<file path="config.mk">
export PLATFORM = sky130hd
export DESIGN_NAME = gem_link_tx
export DESIGN_NICKNAME = d
export VERILOG_FILES = /design/src/source/gem_link_pkg.sv /design/src/source/link_startup_seq.sv /design/src/source/link_ready_timer.sv /design/src/source/frame_sep_gen.sv /design/src/source/link_framer.sv /design/src/source/gem_link_tx.sv
export SDC_FILE = /design/constraint.sdc
export NUM_CORES = 1
export LEC_CHECK = 0
export ABC_CLOCK_PERIOD_IN_PS = 9200
export BUFFER_PORTS_ARGS = -buffer_cell sky130_fd_sc_hd__clkbuf_2
export CAP_MARGIN = 30
export CORE_MARGIN = 3
export CORE_UTILIZATION = 40
export DETAILED_ROUTE_END_ITERATION = 6
export GPL_ROUTABILITY_DRIVEN = 0
export HOLD_SLACK_MARGIN = 0.08
export PLACE_DENSITY = 0.66
export SYNTH_ARGS = -nofsm -noshare
export SYNTH_HDL_FRONTEND = slang
export SYNTH_HIERARCHICAL = 1
export SYNTH_SLANG_ARGS = --single-unit
export TNS_END_PERCENT = 10
</file>
<file path="constraint.sdc">
create_clock -name clock_40 -period 9.2 [get_ports clock_40]
set_input_delay 1.38 -clock clock_40 [delete_from_list [all_inputs] [get_ports clock_40]]
set_output_delay 1.38 -clock clock_40 [all_outputs]
set_load 0.02 [all_outputs]
</file>
<file path="src/source/gem_link_pkg.sv">
`default_nettype none

package gem_link_pkg;

   // --------------------
   // Widths
   // --------------------

   // Cluster payload carried by one link per frame
   localparam int unsigned PAYLOAD_W = 56;
   // Transmit word and its char-is-K flags
   localparam int unsigned WORD_W = 16;
   localparam int unsigned K_W = 2;
   // Words sent per bunch crossing
   localparam int unsigned WORDS_PER_FRAME = 4;
   localparam int unsigned FRAME_IDX_W = $clog2(WORDS_PER_FRAME);

   // --------------------
   // 8b10b K-codes
   // --------------------

   localparam logic [7:0] K_BC0 = 8'h1C;
   localparam logic [7:0] K_RESYNC = 8'h3C;
   localparam logic [7:0] K_OVERFLOW = 8'hFC;
   // Bunch sequence codes, picked by the bunch counter LSBs
   localparam logic [7:0] K_SEQ0 = 8'hBC;
   localparam logic [7:0] K_SEQ1 = 8'hF7;
   localparam logic [7:0] K_SEQ2 = 8'hFB;
   localparam logic [7:0] K_SEQ3 = 8'hFD;

   // Idle word while links are down, low byte is a comma
   localparam logic [WORD_W-1:0] IDLE_WORD = 16'hFFFC;
   // K flags for a word with a K char in the low byte
   localparam logic [K_W-1:0] K_FLAGS_LEAD = 2'b01;
   // K flags for a pure data word
   localparam logic [K_W-1:0] K_FLAGS_DATA = 2'b00;

   // --------------------
   // Transmit word views
   // --------------------

   // Frame word 0 layout
   typedef struct packed {
      logic [7:0] payload;
      logic [7:0] sep;
   } tx_lead_t;

   // Whole word for data and idle, lead view for the separator word
   typedef union packed {
      logic [WORD_W-1:0] raw;
      tx_lead_t lead;
   } tx_word_t;

endpackage

`default_nettype wire

</file>
<file path="src/source/link_startup_seq.sv">
`timescale 1ns/10ps
`default_nettype none

module link_startup_seq #(
   parameter int unsigned N_LINKS = 4,
   parameter int unsigned MGT_RESET_STEP = 20,
   parameter int unsigned TXRESET_CNT = 110,
   parameter int unsigned DONE_CNT = 130,
   parameter int unsigned ALLOW_RETRY = 0
) (
   input  logic               clock_40,
   input  logic               arst_n_i,
   input  logic [N_LINKS-1:0] mgt_reset_i,
   input  logic               txreset_i,
   input  logic               links_ready_i,
   output logic [N_LINKS-1:0] mgt_reset_o,
   output logic               txreset_o,
   output logic               startup_done_o
);

   // Counter saturates one past the done threshold
   localparam int unsigned CNT_W = $clog2(DONE_CNT + 2);
   localparam logic [CNT_W-1:0] CNT_TOP = CNT_W'(DONE_CNT + 1);

   logic [CNT_W-1:0] startup_cnt;
   // Zero extended copy for compares against the 32 bit thresholds
   logic [31:0] cnt_ext;
   logic retry;

   // --------------------
   // Power-up counter
   // --------------------

   // Restart when startup finished but the links never came up
   assign retry = (ALLOW_RETRY != 0) && startup_done_o && !links_ready_i;

   always_ff @(posedge clock_40 or negedge arst_n_i) begin
      if (!arst_n_i) begin
         startup_cnt <= '0;
      end else if (retry) begin
         startup_cnt <= '0;
      end else if (startup_cnt != CNT_TOP) begin
         startup_cnt <= startup_cnt + 1'b1;
      end
   end

   assign cnt_ext = 32'(startup_cnt);

   // --------------------
   // Threshold decodes
   // --------------------

   // Staggered release, link l leaves reset at step*(l+1)
   // Manual reset from the control side is ORed on top
   always_comb begin
      for (int l = 0; l < N_LINKS; l++) begin
         mgt_reset_o[l] = mgt_reset_i[l] || (cnt_ext < MGT_RESET_STEP * (l + 1));
      end
   end

   // Single cycle pulse, the counter passes this value once per sequence
   assign txreset_o = txreset_i || (cnt_ext == TXRESET_CNT);

   // Same as counter above DONE_CNT since it saturates at DONE_CNT+1
   assign startup_done_o = (startup_cnt == CNT_TOP);

endmodule

`default_nettype wire

</file>
<file path="src/source/link_ready_timer.sv">
`timescale 1ns/10ps
`default_nettype none

module link_ready_timer #(
   parameter int unsigned N_LINKS = 4,
   parameter int unsigned READY_CNT_MAX = 50
) (
   input  logic               clock_40,
   input  logic               arst_n_i,
   input  logic [N_LINKS-1:0] txfsm_done_i,
   input  logic [N_LINKS-1:0] pll_lock_i,
   input  logic               force_not_ready_i,
   output logic               links_ready_o,
   output logic               ready_o,
   output logic               pll_lock_o,
   output logic               txfsm_done_o
);

   localparam int unsigned CNT_W = $clog2(READY_CNT_MAX + 1);
   localparam logic [CNT_W-1:0] CNT_TOP = CNT_W'(READY_CNT_MAX);

   logic [CNT_W-1:0] ready_cnt;

   // Status summary, every link must report
   assign pll_lock_o = &pll_lock_i;
   assign txfsm_done_o = &txfsm_done_i;

   // --------------------
   // Link readiness
   // --------------------

   always_ff @(posedge clock_40 or negedge arst_n_i) begin
      if (!arst_n_i) begin
         links_ready_o <= 1'b0;
      end else begin
         links_ready_o <= pll_lock_o && txfsm_done_o;
      end
   end

   // --------------------
   // Hold-off timer
   // --------------------

   // Restarts from zero on any loss of ready or a forced drop
   always_ff @(posedge clock_40 or negedge arst_n_i) begin
      if (!arst_n_i) begin
         ready_cnt <= '0;
      end else if (!links_ready_o || force_not_ready_i) begin
         ready_cnt <= '0;
      end else if (ready_cnt != CNT_TOP) begin
         ready_cnt <= ready_cnt + 1'b1;
      end
   end

   assign ready_o = (ready_cnt == CNT_TOP);

endmodule

`default_nettype wire

</file>
<file path="src/source/frame_sep_gen.sv">
`timescale 1ns/10ps
`default_nettype none

module frame_sep_gen #(
   parameter int unsigned N_LINKS = 4,
   parameter int unsigned ALLOW_TTC_CHARS = 1
) (
   input  logic                 bc0_i,
   input  logic                 resync_i,
   input  logic [1:0]           overflow_i,
   input  logic [1:0]           bxn_lsbs_i,
   output wire  [N_LINKS*8-1:0] sep_char_o
);
   import gem_link_pkg::*;

   localparam bit TTC_EN = (ALLOW_TTC_CHARS != 0);

   logic [7:0] seq_char;

   // Rotating bunch sequence code, shared by all links
   always_comb begin
      case (bxn_lsbs_i)
         2'd0: seq_char = K_SEQ0;
         2'd1: seq_char = K_SEQ1;
         2'd2: seq_char = K_SEQ2;
         default: seq_char = K_SEQ3;
      endcase
   end

   // --------------------
   // Per-link priority
   // --------------------

   for (genvar l = 0; l < N_LINKS; l++) begin : g_link
      logic [7:0] sep;

      // BC0 first, then resync, then this half's overflow
      // Odd links carry the upper half, so they see overflow_i[1]
      always_comb begin
         if (TTC_EN && bc0_i) begin
            sep = K_BC0;
         end else if (TTC_EN && resync_i) begin
            sep = K_RESYNC;
         end else if (TTC_EN && overflow_i[l % 2]) begin
            sep = K_OVERFLOW;
         end else begin
            sep = seq_char;
         end
      end

      assign sep_char_o[8*l +: 8] = sep;
   end

endmodule

`default_nettype wire

</file>
<file path="src/source/link_framer.sv">
`timescale 1ns/10ps
`default_nettype none

module link_framer #(
   parameter int unsigned N_LINKS = 4
) (
   input  logic                                    clock_40,
   input  logic                                    arst_n_i,
   input  logic                                    links_ready_i,
   input  logic [2*gem_link_pkg::PAYLOAD_W-1:0]    gem_data_i,
   input  logic [N_LINKS*8-1:0]                    sep_char_i,
   output wire  [N_LINKS*gem_link_pkg::WORD_W-1:0] tx_data_o,
   output wire  [N_LINKS*gem_link_pkg::K_W-1:0]    tx_isk_o
);
   import gem_link_pkg::*;

   localparam logic [FRAME_IDX_W-1:0] LAST_IDX = FRAME_IDX_W'(WORDS_PER_FRAME - 1);

   logic [FRAME_IDX_W-1:0] frame_idx;

   // --------------------
   // Frame word index
   // --------------------

   // Held at word 0 while down so the first frame starts with a lead word
   always_ff @(posedge clock_40 or negedge arst_n_i) begin
      if (!arst_n_i) begin
         frame_idx <= '0;
      end else if (!links_ready_i || frame_idx == LAST_IDX) begin
         frame_idx <= '0;
      end else begin
         frame_idx <= frame_idx + 1'b1;
      end
   end

   // --------------------
   // Per-link words
   // --------------------

   for (genvar l = 0; l < N_LINKS; l++) begin : g_link
      logic [PAYLOAD_W-1:0] link_data;
      logic [PAYLOAD_W-1:8] cap_q;
      tx_word_t word_d;
      tx_word_t word_q;
      logic [K_W-1:0] isk_d;
      logic [K_W-1:0] isk_q;

      // Even links take the lower cluster packet, odd links the upper
      if (l % 2 == 0) begin : g_even
         assign link_data = gem_data_i[PAYLOAD_W-1:0];
      end else begin : g_odd
         assign link_data = gem_data_i[2*PAYLOAD_W-1:PAYLOAD_W];
      end

      // Rest of the packet is held for words 1 to 3
      always_ff @(posedge clock_40) begin
         if (links_ready_i && frame_idx == '0) begin
            cap_q <= link_data[PAYLOAD_W-1:8];
         end
      end

      always_comb begin
         word_d.raw = IDLE_WORD;
         isk_d = K_FLAGS_LEAD;
         if (links_ready_i) begin
            case (frame_idx)
               2'd0: begin
                  // Live payload byte above the separator K char
                  word_d.lead.payload = link_data[7:0];
                  word_d.lead.sep = sep_char_i[8*l +: 8];
               end
               2'd1: begin
                  word_d.raw = cap_q[23:8];
                  isk_d = K_FLAGS_DATA;
               end
               2'd2: begin
                  word_d.raw = cap_q[39:24];
                  isk_d = K_FLAGS_DATA;
               end
               default: begin
                  word_d.raw = cap_q[55:40];
                  isk_d = K_FLAGS_DATA;
               end
            endcase
         end
      end

      always_ff @(posedge clock_40 or negedge arst_n_i) begin
         if (!arst_n_i) begin
            word_q.raw <= IDLE_WORD;
            isk_q <= K_FLAGS_LEAD;
         end else begin
            word_q <= word_d;
            isk_q <= isk_d;
         end
      end

      assign tx_data_o[WORD_W*l +: WORD_W] = word_q.raw;
      assign tx_isk_o[K_W*l +: K_W] = isk_q;
   end

endmodule

`default_nettype wire

</file>
<file path="src/source/gem_link_tx.sv">
`timescale 1ns/10ps
`default_nettype none

module gem_link_tx #(
   parameter int unsigned N_LINKS = 4,
   parameter int unsigned MGT_RESET_STEP = 20,
   parameter int unsigned TXRESET_CNT = 110,
   parameter int unsigned DONE_CNT = 130,
   parameter int unsigned ALLOW_RETRY = 0,
   parameter int unsigned READY_CNT_MAX = 50,
   parameter int unsigned ALLOW_TTC_CHARS = 1
) (
   input  wire                                     clock_40,
   input  wire                                     arst_n_i,
   // Cluster data, two 56 bit packets
   input  wire  [2*gem_link_pkg::PAYLOAD_W-1:0]    gem_data_i,
   input  wire  [1:0]                              overflow_i,
   // TTC side
   input  wire  [11:0]                             bxn_counter_i,
   input  wire                                     bc0_i,
   input  wire                                     resync_i,
   // Manual resets
   input  wire  [N_LINKS-1:0]                      mgt_reset_i,
   input  wire                                     txreset_i,
   // Transceiver status
   input  wire  [N_LINKS-1:0]                      txfsm_done_i,
   input  wire  [N_LINKS-1:0]                      pll_lock_i,
   input  wire                                     force_not_ready_i,
   output wire  [N_LINKS*gem_link_pkg::WORD_W-1:0] tx_data_o,
   output wire  [N_LINKS*gem_link_pkg::K_W-1:0]    tx_isk_o,
   output wire  [N_LINKS-1:0]                      mgt_reset_o,
   output wire                                     txreset_o,
   output wire                                     startup_done_o,
   output wire                                     ready_o,
   output wire                                     pll_lock_o,
   output wire                                     txfsm_done_o
);

   // Registered all-links-up, framer enable and retry qualifier
   logic links_ready;
   // One separator byte per link
   logic [N_LINKS*8-1:0] sep_char;

   // --------------------
   // Startup and ready
   // --------------------

   link_startup_seq #(
      .N_LINKS        (N_LINKS),
      .MGT_RESET_STEP (MGT_RESET_STEP),
      .TXRESET_CNT    (TXRESET_CNT),
      .DONE_CNT       (DONE_CNT),
      .ALLOW_RETRY    (ALLOW_RETRY)
   ) u_startup (
      .clock_40       (clock_40),
      .arst_n_i       (arst_n_i),
      .mgt_reset_i    (mgt_reset_i),
      .txreset_i      (txreset_i),
      .links_ready_i  (links_ready),
      .mgt_reset_o    (mgt_reset_o),
      .txreset_o      (txreset_o),
      .startup_done_o (startup_done_o)
   );

   link_ready_timer #(
      .N_LINKS           (N_LINKS),
      .READY_CNT_MAX     (READY_CNT_MAX)
   ) u_ready (
      .clock_40          (clock_40),
      .arst_n_i          (arst_n_i),
      .txfsm_done_i      (txfsm_done_i),
      .pll_lock_i        (pll_lock_i),
      .force_not_ready_i (force_not_ready_i),
      .links_ready_o     (links_ready),
      .ready_o           (ready_o),
      .pll_lock_o        (pll_lock_o),
      .txfsm_done_o      (txfsm_done_o)
   );

   // --------------------
   // Separator and framer
   // --------------------

   frame_sep_gen #(
      .N_LINKS         (N_LINKS),
      .ALLOW_TTC_CHARS (ALLOW_TTC_CHARS)
   ) u_sep (
      .bc0_i           (bc0_i),
      .resync_i        (resync_i),
      .overflow_i      (overflow_i),
      // Only the two LSBs select the bunch sequence code
      .bxn_lsbs_i      (bxn_counter_i[1:0]),
      .sep_char_o      (sep_char)
   );

   link_framer #(
      .N_LINKS       (N_LINKS)
   ) u_framer (
      .clock_40      (clock_40),
      .arst_n_i      (arst_n_i),
      .links_ready_i (links_ready),
      .gem_data_i    (gem_data_i),
      .sep_char_i    (sep_char),
      .tx_data_o     (tx_data_o),
      .tx_isk_o      (tx_isk_o)
   );

endmodule

`default_nettype wire

</file>
---- After elaboration in Yosys (flattened, before gate mapping) ----
Cells that the tools add are included.
storage, ports and cells
  output and inout bits ................... 81
  memories kept ........................... 0
  RAM bits ................................ 0
  input port bits ......................... 144
  latch bits .............................. 0
  memory bits (read-only) ................. 0
  register bits after elaboration ......... 147
operators by class
  divide/modulo/power cells ............... 0
  mux-type cells .......................... 16
  bitwise operators ....................... 0
  magnitude comparators ................... 4
  equality and inequality tests ........... 10
  shift operators ......................... 0
  reductions and logical operators ........ 15
  add/sub/neg operators ................... 3
  multipliers ............................. 0
operators with widths
  operator                                                              number
  16-bit one-hot mux with 3 select lines                                2
  8-bit 2-to-1 mux                                                      6
  16-bit 2-to-1 mux                                                     2
  7-bit one-hot mux with 3 select lines                                 1
  8-bit by 6-bit < comparator with 1-bit output, second input constant  2
  6-bit 2-to-1 mux                                                      2
  8-bit by 1-bit adder with 8-bit output, second input constant         1
  8-bit by 7-bit == test with 1-bit output, second input constant       1
  8-bit == test, second input constant                                  1
  8-bit by 5-bit < comparator with 1-bit output, second input constant  1
  8-bit by 7-bit < comparator with 1-bit output, second input constant  1
  8-bit inequality test, second input constant                          1
  4-bit AND reduction                                                   2
  1-bit logical OR                                                      7
  6-bit by 1-bit adder with 6-bit output, second input constant         1
  2-bit == test, second input constant                                  3
  6-bit == test, second input constant                                  1
  6-bit inequality test, second input constant                          1
  2-bit by 1-bit == test with 1-bit output, second input constant       2
  2-bit zero test                                                       2
  2-bit 2-to-1 mux                                                      2
  2-bit by 1-bit adder with 2-bit output, second input constant         1
  1-bit logical AND                                                     2
  2-bit nonzero test                                                    1
  2 further kinds                                                       2

---- Longest topological paths before layout ----
  depth in word-level cells ............... 7
  depth in mapped cells ................... 7
  depth with buffers taken out ............ 6

---- Cells and area by module ----
The synthesis kept the hierarchy.
by module, submodules not included
  module            cells an instance  sequential area each (sq um)  area each (sq um)  times used
  link_framer       368                4,210.3                       5,664.2            1
  link_startup_seq  49                 200.2                         519.2              1
  link_ready_timer  34                 175.2                         371.6              1
  frame_sep_gen     41                 0.0                           296.5              1

---- Worst setup path before layout ----
OpenSTA, ideal clock, no wires.
  path type ............................... register -> register
  start point ............................. register u_framer.frame_idx[0]
  end point ............................... register u_framer/g_link[1].cap_q[10] (netlist bit) (enable)
  stages on the path, launching flop included .. 6
  path buffers ............................ 2
  arrival time ............................ 3.148 ns
  required time ........................... 8.734 ns
  slack ................................... 5.586 ns
  cell sequence ........................... dfrtp_1 inv_1 ha_1 buf_2 buf_2 and2_1
on the way
  longest elaborated chain between the ends .. 2
RTL lines
  item                      RTL line           text
  start: declaration        link_framer.sv:19  logic [FRAME_IDX_W-1:0] frame_idx;
  start signal: assignment  link_framer.sv:32  frame_idx <= frame_idx + 1'b1;
  2-bit zero test           link_framer.sv:57  if (links_ready_i && frame_idx == '0) begin
  1-bit logical AND         link_framer.sv:57
  end signal: assignment    link_framer.sv:58  cap_q <= link_data[PAYLOAD_W-1:8];
  end: declaration          link_framer.sv:42  logic [PAYLOAD_W-1:8] cap_q;
Every way passes these cells.
A chain may end at the register's enable or synchronous reset.

---- Worst setup path in the final report ----
  start point ............................. input txfsm_done_i[2]
  end point ............................... output txfsm_done_o
on the way
  longest elaborated chain between the ends .. 1
RTL lines
  item                 RTL line                text
  start: declaration   gem_link_tx.sv:26       input wire [N_LINKS-1:0] txfsm_done_i,
  4-bit AND reduction  link_ready_timer.sv:26  assign txfsm_done_o = &txfsm_done_i;
  end: declaration     gem_link_tx.sv:36       output wire txfsm_done_o
Every way passes these cells.

==> impl_metrics.tcl <==
set metrics [dict create \
    clk_latency_ns 0.42 \
    first_pass_iters 5 \
    grt_max_degree 71 \
    start_util 0.410 \
    synth_area_per_cell_um2 13.9 \
    core_mm2 0.0167 \
    grt_overflow 0 \
    synth_area_mm2 0.00685 \
    p_switching_w 0.000298 \
    clock_path_buffers 2 \
    cts_tree "yes" \
    drt-vias-per-instance 4.98 \
    start_kind "input port" \
    diodes 0 \
    synthCells 492 \
    multi_input_area_mm2 0.00169 \
    intPower_w 0.00116 \
    min_to "u_framer/g_link[2].word_q[12]" \
    crit_fanout 2 \
    cts_buffers 17 \
    finalHoldViolations 0 \
    drt_iter0_markers 249 \
    placed_cell_area_mm2 0.00774 \
    clk_pin_slew_ns 0.06 \
    finalWirelength_um 15700 \
    fmax_ghz 0.313 \
    status "completed" \
    track_usage 0.168 \
    fin_tns_setup_ns 0 \
    avgRoutedWirePerCell_um 17.6 \
    die_h_um 137 \
    grt_pass1_wl_um 23600 \
    ys.flop_type "edfxtp_1" \
    leakagePower_nw 3.55 \
    synth-edff-count 96 \
    r2r_end "u_framer/g_link[1].cap_q[8]" \
    area_delta_synth_final_pct 20.7 \
    critPathKind "in2out" \
    row_count 47 \
    hold_depth 2 \
    cts_resized 0 \
    ios 225 \
    crit_path_end_kind "output pin" \
    switching_share 0.204 \
    power.density_mw_per_mm2 177 \
    power_frac_clock 0.434 \
    r2r-start "u_ready/links_ready_o" \
    drive_gt1_frac 0.443 \
    yosysSeqAreaShare 0.669 \
    tightestPinTransition_ns 0.918 \
    worstHoldStart "u_framer/g_link[2].cap_q[52]" \
    seq_area_mm2 0.00459 \
    fin_util 0.495 \
    drtAntennaViolNets 0 \
    power_frac_seq 0.530 \
    synth_warnings 6 \
    cp_data_required_time_ns 7.82 \
    die_w_um 137 \
    hold_class "reg2reg" \
    cap_violations 0 \
    synth_seq_cells 162 \
    clock_skew_ns 0.00792 \
    drv_slew 0 \
    rsz0062_at_grt "false" \
    total_power_w 0.00146 \
    hpwl_um 10400 \
    stdcell_area_mm2 0.00827 \
    reg2reg_slack_ns 6.88 \
    post_cts_buffers 0 \
    min_period_over_period 0.348 \
    io_buffers 210 \
    vias 4444 \
    die_area_mm2 0.0187 \
    root_buffer "clkbuf_16" \
    clock_sinks 162 \
    arrival_ns 1.82 \
    fill_cells 1461 \
    reg2reg_depth 3 \
    async_flop_share 0.407 \
    fin_nets 816 \
    fin_crit_ns 3.20 \
    pwr-share-comb 0.036 \
    grt_pass1_vias 4507 \
    setup_viol 0 \
    htreeDepth 4 \
    drcViolationCount 0 \
    relSlewSlack 0.388 \
    yosysUniqueCellTypes 55 \
    antenna_found_initial 0 \
    irDropWorstVdd_mv 0.119 \
    holdBufCountCts 0 \
]
-- logic make-up after synthesis --
kind of cell    Yosys count  share of synthesized area
buf+inv                  93                     0.0902
xor+xnor                  9                     0.0115
compound gates           96                      0.102
flops                   162                      0.669
other cells               2                    0.00110
simple gates            117                      0.102
fa+ha+maj                11                     0.0201
mux                       2                    0.00310
-- cells in the final DEF, fill, tap and decap left out, drive strengths merged, types with 4 or more instances in the layout --
master	count
and2	5
edfxtp	96
buf	6
a211oi	8
a31oi	31
dfrtp	25
nor3	6
nand4b	4
nor2	6
clkinv	10
clkbuf	227
a22oi	29
and3b	19
inv	21
nand3	5
o21ai	4
xnor2	7
nor2b	5
ha	11
a221oi	4
nand2	50
conb	8
a32oi	9
dfstp	41
-- metal layers --
metal  up-vias  GRT usage  wire length, um
met2       160      0.285             7990
met3        15     0.0515             1020
li1       2093          -                -
met4         0     0.0438              112
met1      2176      0.211             6590
met5         -          0                0
-- cell usage after synthesis (2+ instances only) --
cell      count  area share
ha_1         11       0.020
nand3_1       4      0.0029
a32oi_1       9       0.012
a211oi_1      8      0.0088
xnor2_1       7      0.0089
and2_1        5      0.0046
nand2b_1      3      0.0027
a221oi_2      2      0.0044
o21ai_0       4      0.0029
a31oi_1      31       0.028
o31ai_1       2      0.0022
xor2_1        2      0.0026
a221oi_1      2      0.0026
dfstp_2      41        0.16
a22oi_1      29       0.032
clkbuf_1      3      0.0016
dfrtp_1      25       0.091
nor4_1        2      0.0018
and3b_1      19       0.024
nand2_1      50       0.027
and4_1        2      0.0026
nor3_1        6      0.0044
nor2_1        5      0.0027
inv_1        21       0.012
buf_6        11       0.018
a21o_1        2      0.0022
nor2b_1       5      0.0046
buf_2        10      0.0073
nand4b_1      2      0.0026
buf_4        46       0.050
a21oi_1       2      0.0015
nand4_1       2      0.0018
conb_1        2      0.0011
edfxtp_1     96        0.42
-- layout make-up --
type / count / share of cell area
Inverter: 22 / 0.00999
Clock buffer: 18 / 0.0519
Sequential cell: 162 / 0.555
Multi-Input combinational cell: 243 / 0.204
Tap cell: 220 / 0.0333
Timing Repair Buffer: 215 / 0.134
Clock inverter: 13 / 0.0117
-- power groups by stage --
stage	registers, W	clock network [W]	logic (W)
floorplan	0.000789	0	0.0000200
global placement	0.000788	0	0.0000522
detailed placement	0.000788	0	0.0000537
CTS	0.000774	0.000656	0.0000539
global route	0.000774	0.000688	0.0000597
finish	0.000774	0.000635	0.0000528
-- worst max-delay path, cell delays in order --
cell	delay, ns
clkbuf_2	0.07
and4_1	0.19
clkbuf_2	0.17
-- state kept, by name, summed over array words and instances, names as in the netlist --
register / flops
u_framer/g_link.word_q: 48
u_ready/links_ready_o: 1
u_framer/g_link.cap_q: 96
u_framer/g_link.isk_q: 1
u_ready/ready_cnt: 6
u_framer/frame_idx: 2
u_startup/startup_cnt: 8
-- through the flow --
| step | std cells | setup slack, ns | hold WS, ns |
|---|---|---|---|
| after floorplan | 498 | 5.59 | 0.443 |
| after global placement | 861 | 6.00 | 0.457 |
| after detailed placement | 862 | 6.00 | 0.460 |
| after CTS | 893 | 6.00 | 0.465 |
| after global routing | 893 | 5.93 | 0.496 |
| final | 893 | 6.00 | 0.465 |
-- worst max-delay path by stage --
stage,startpoint,to,slack [ns]
after floorplan,u_framer/frame_idx[0],u_framer/g_link[1].cap_q[10],5.59
after global placement,txfsm_done_i[2],txfsm_done_o,6.00
after detailed placement,txfsm_done_i[2],txfsm_done_o,6.00
after CTS,txfsm_done_i[2],txfsm_done_o,6.00
after global routing,pll_lock_i[2],pll_lock_o,5.93
final,txfsm_done_i[2],txfsm_done_o,6.00
Power figures use the tool's default switching activity.
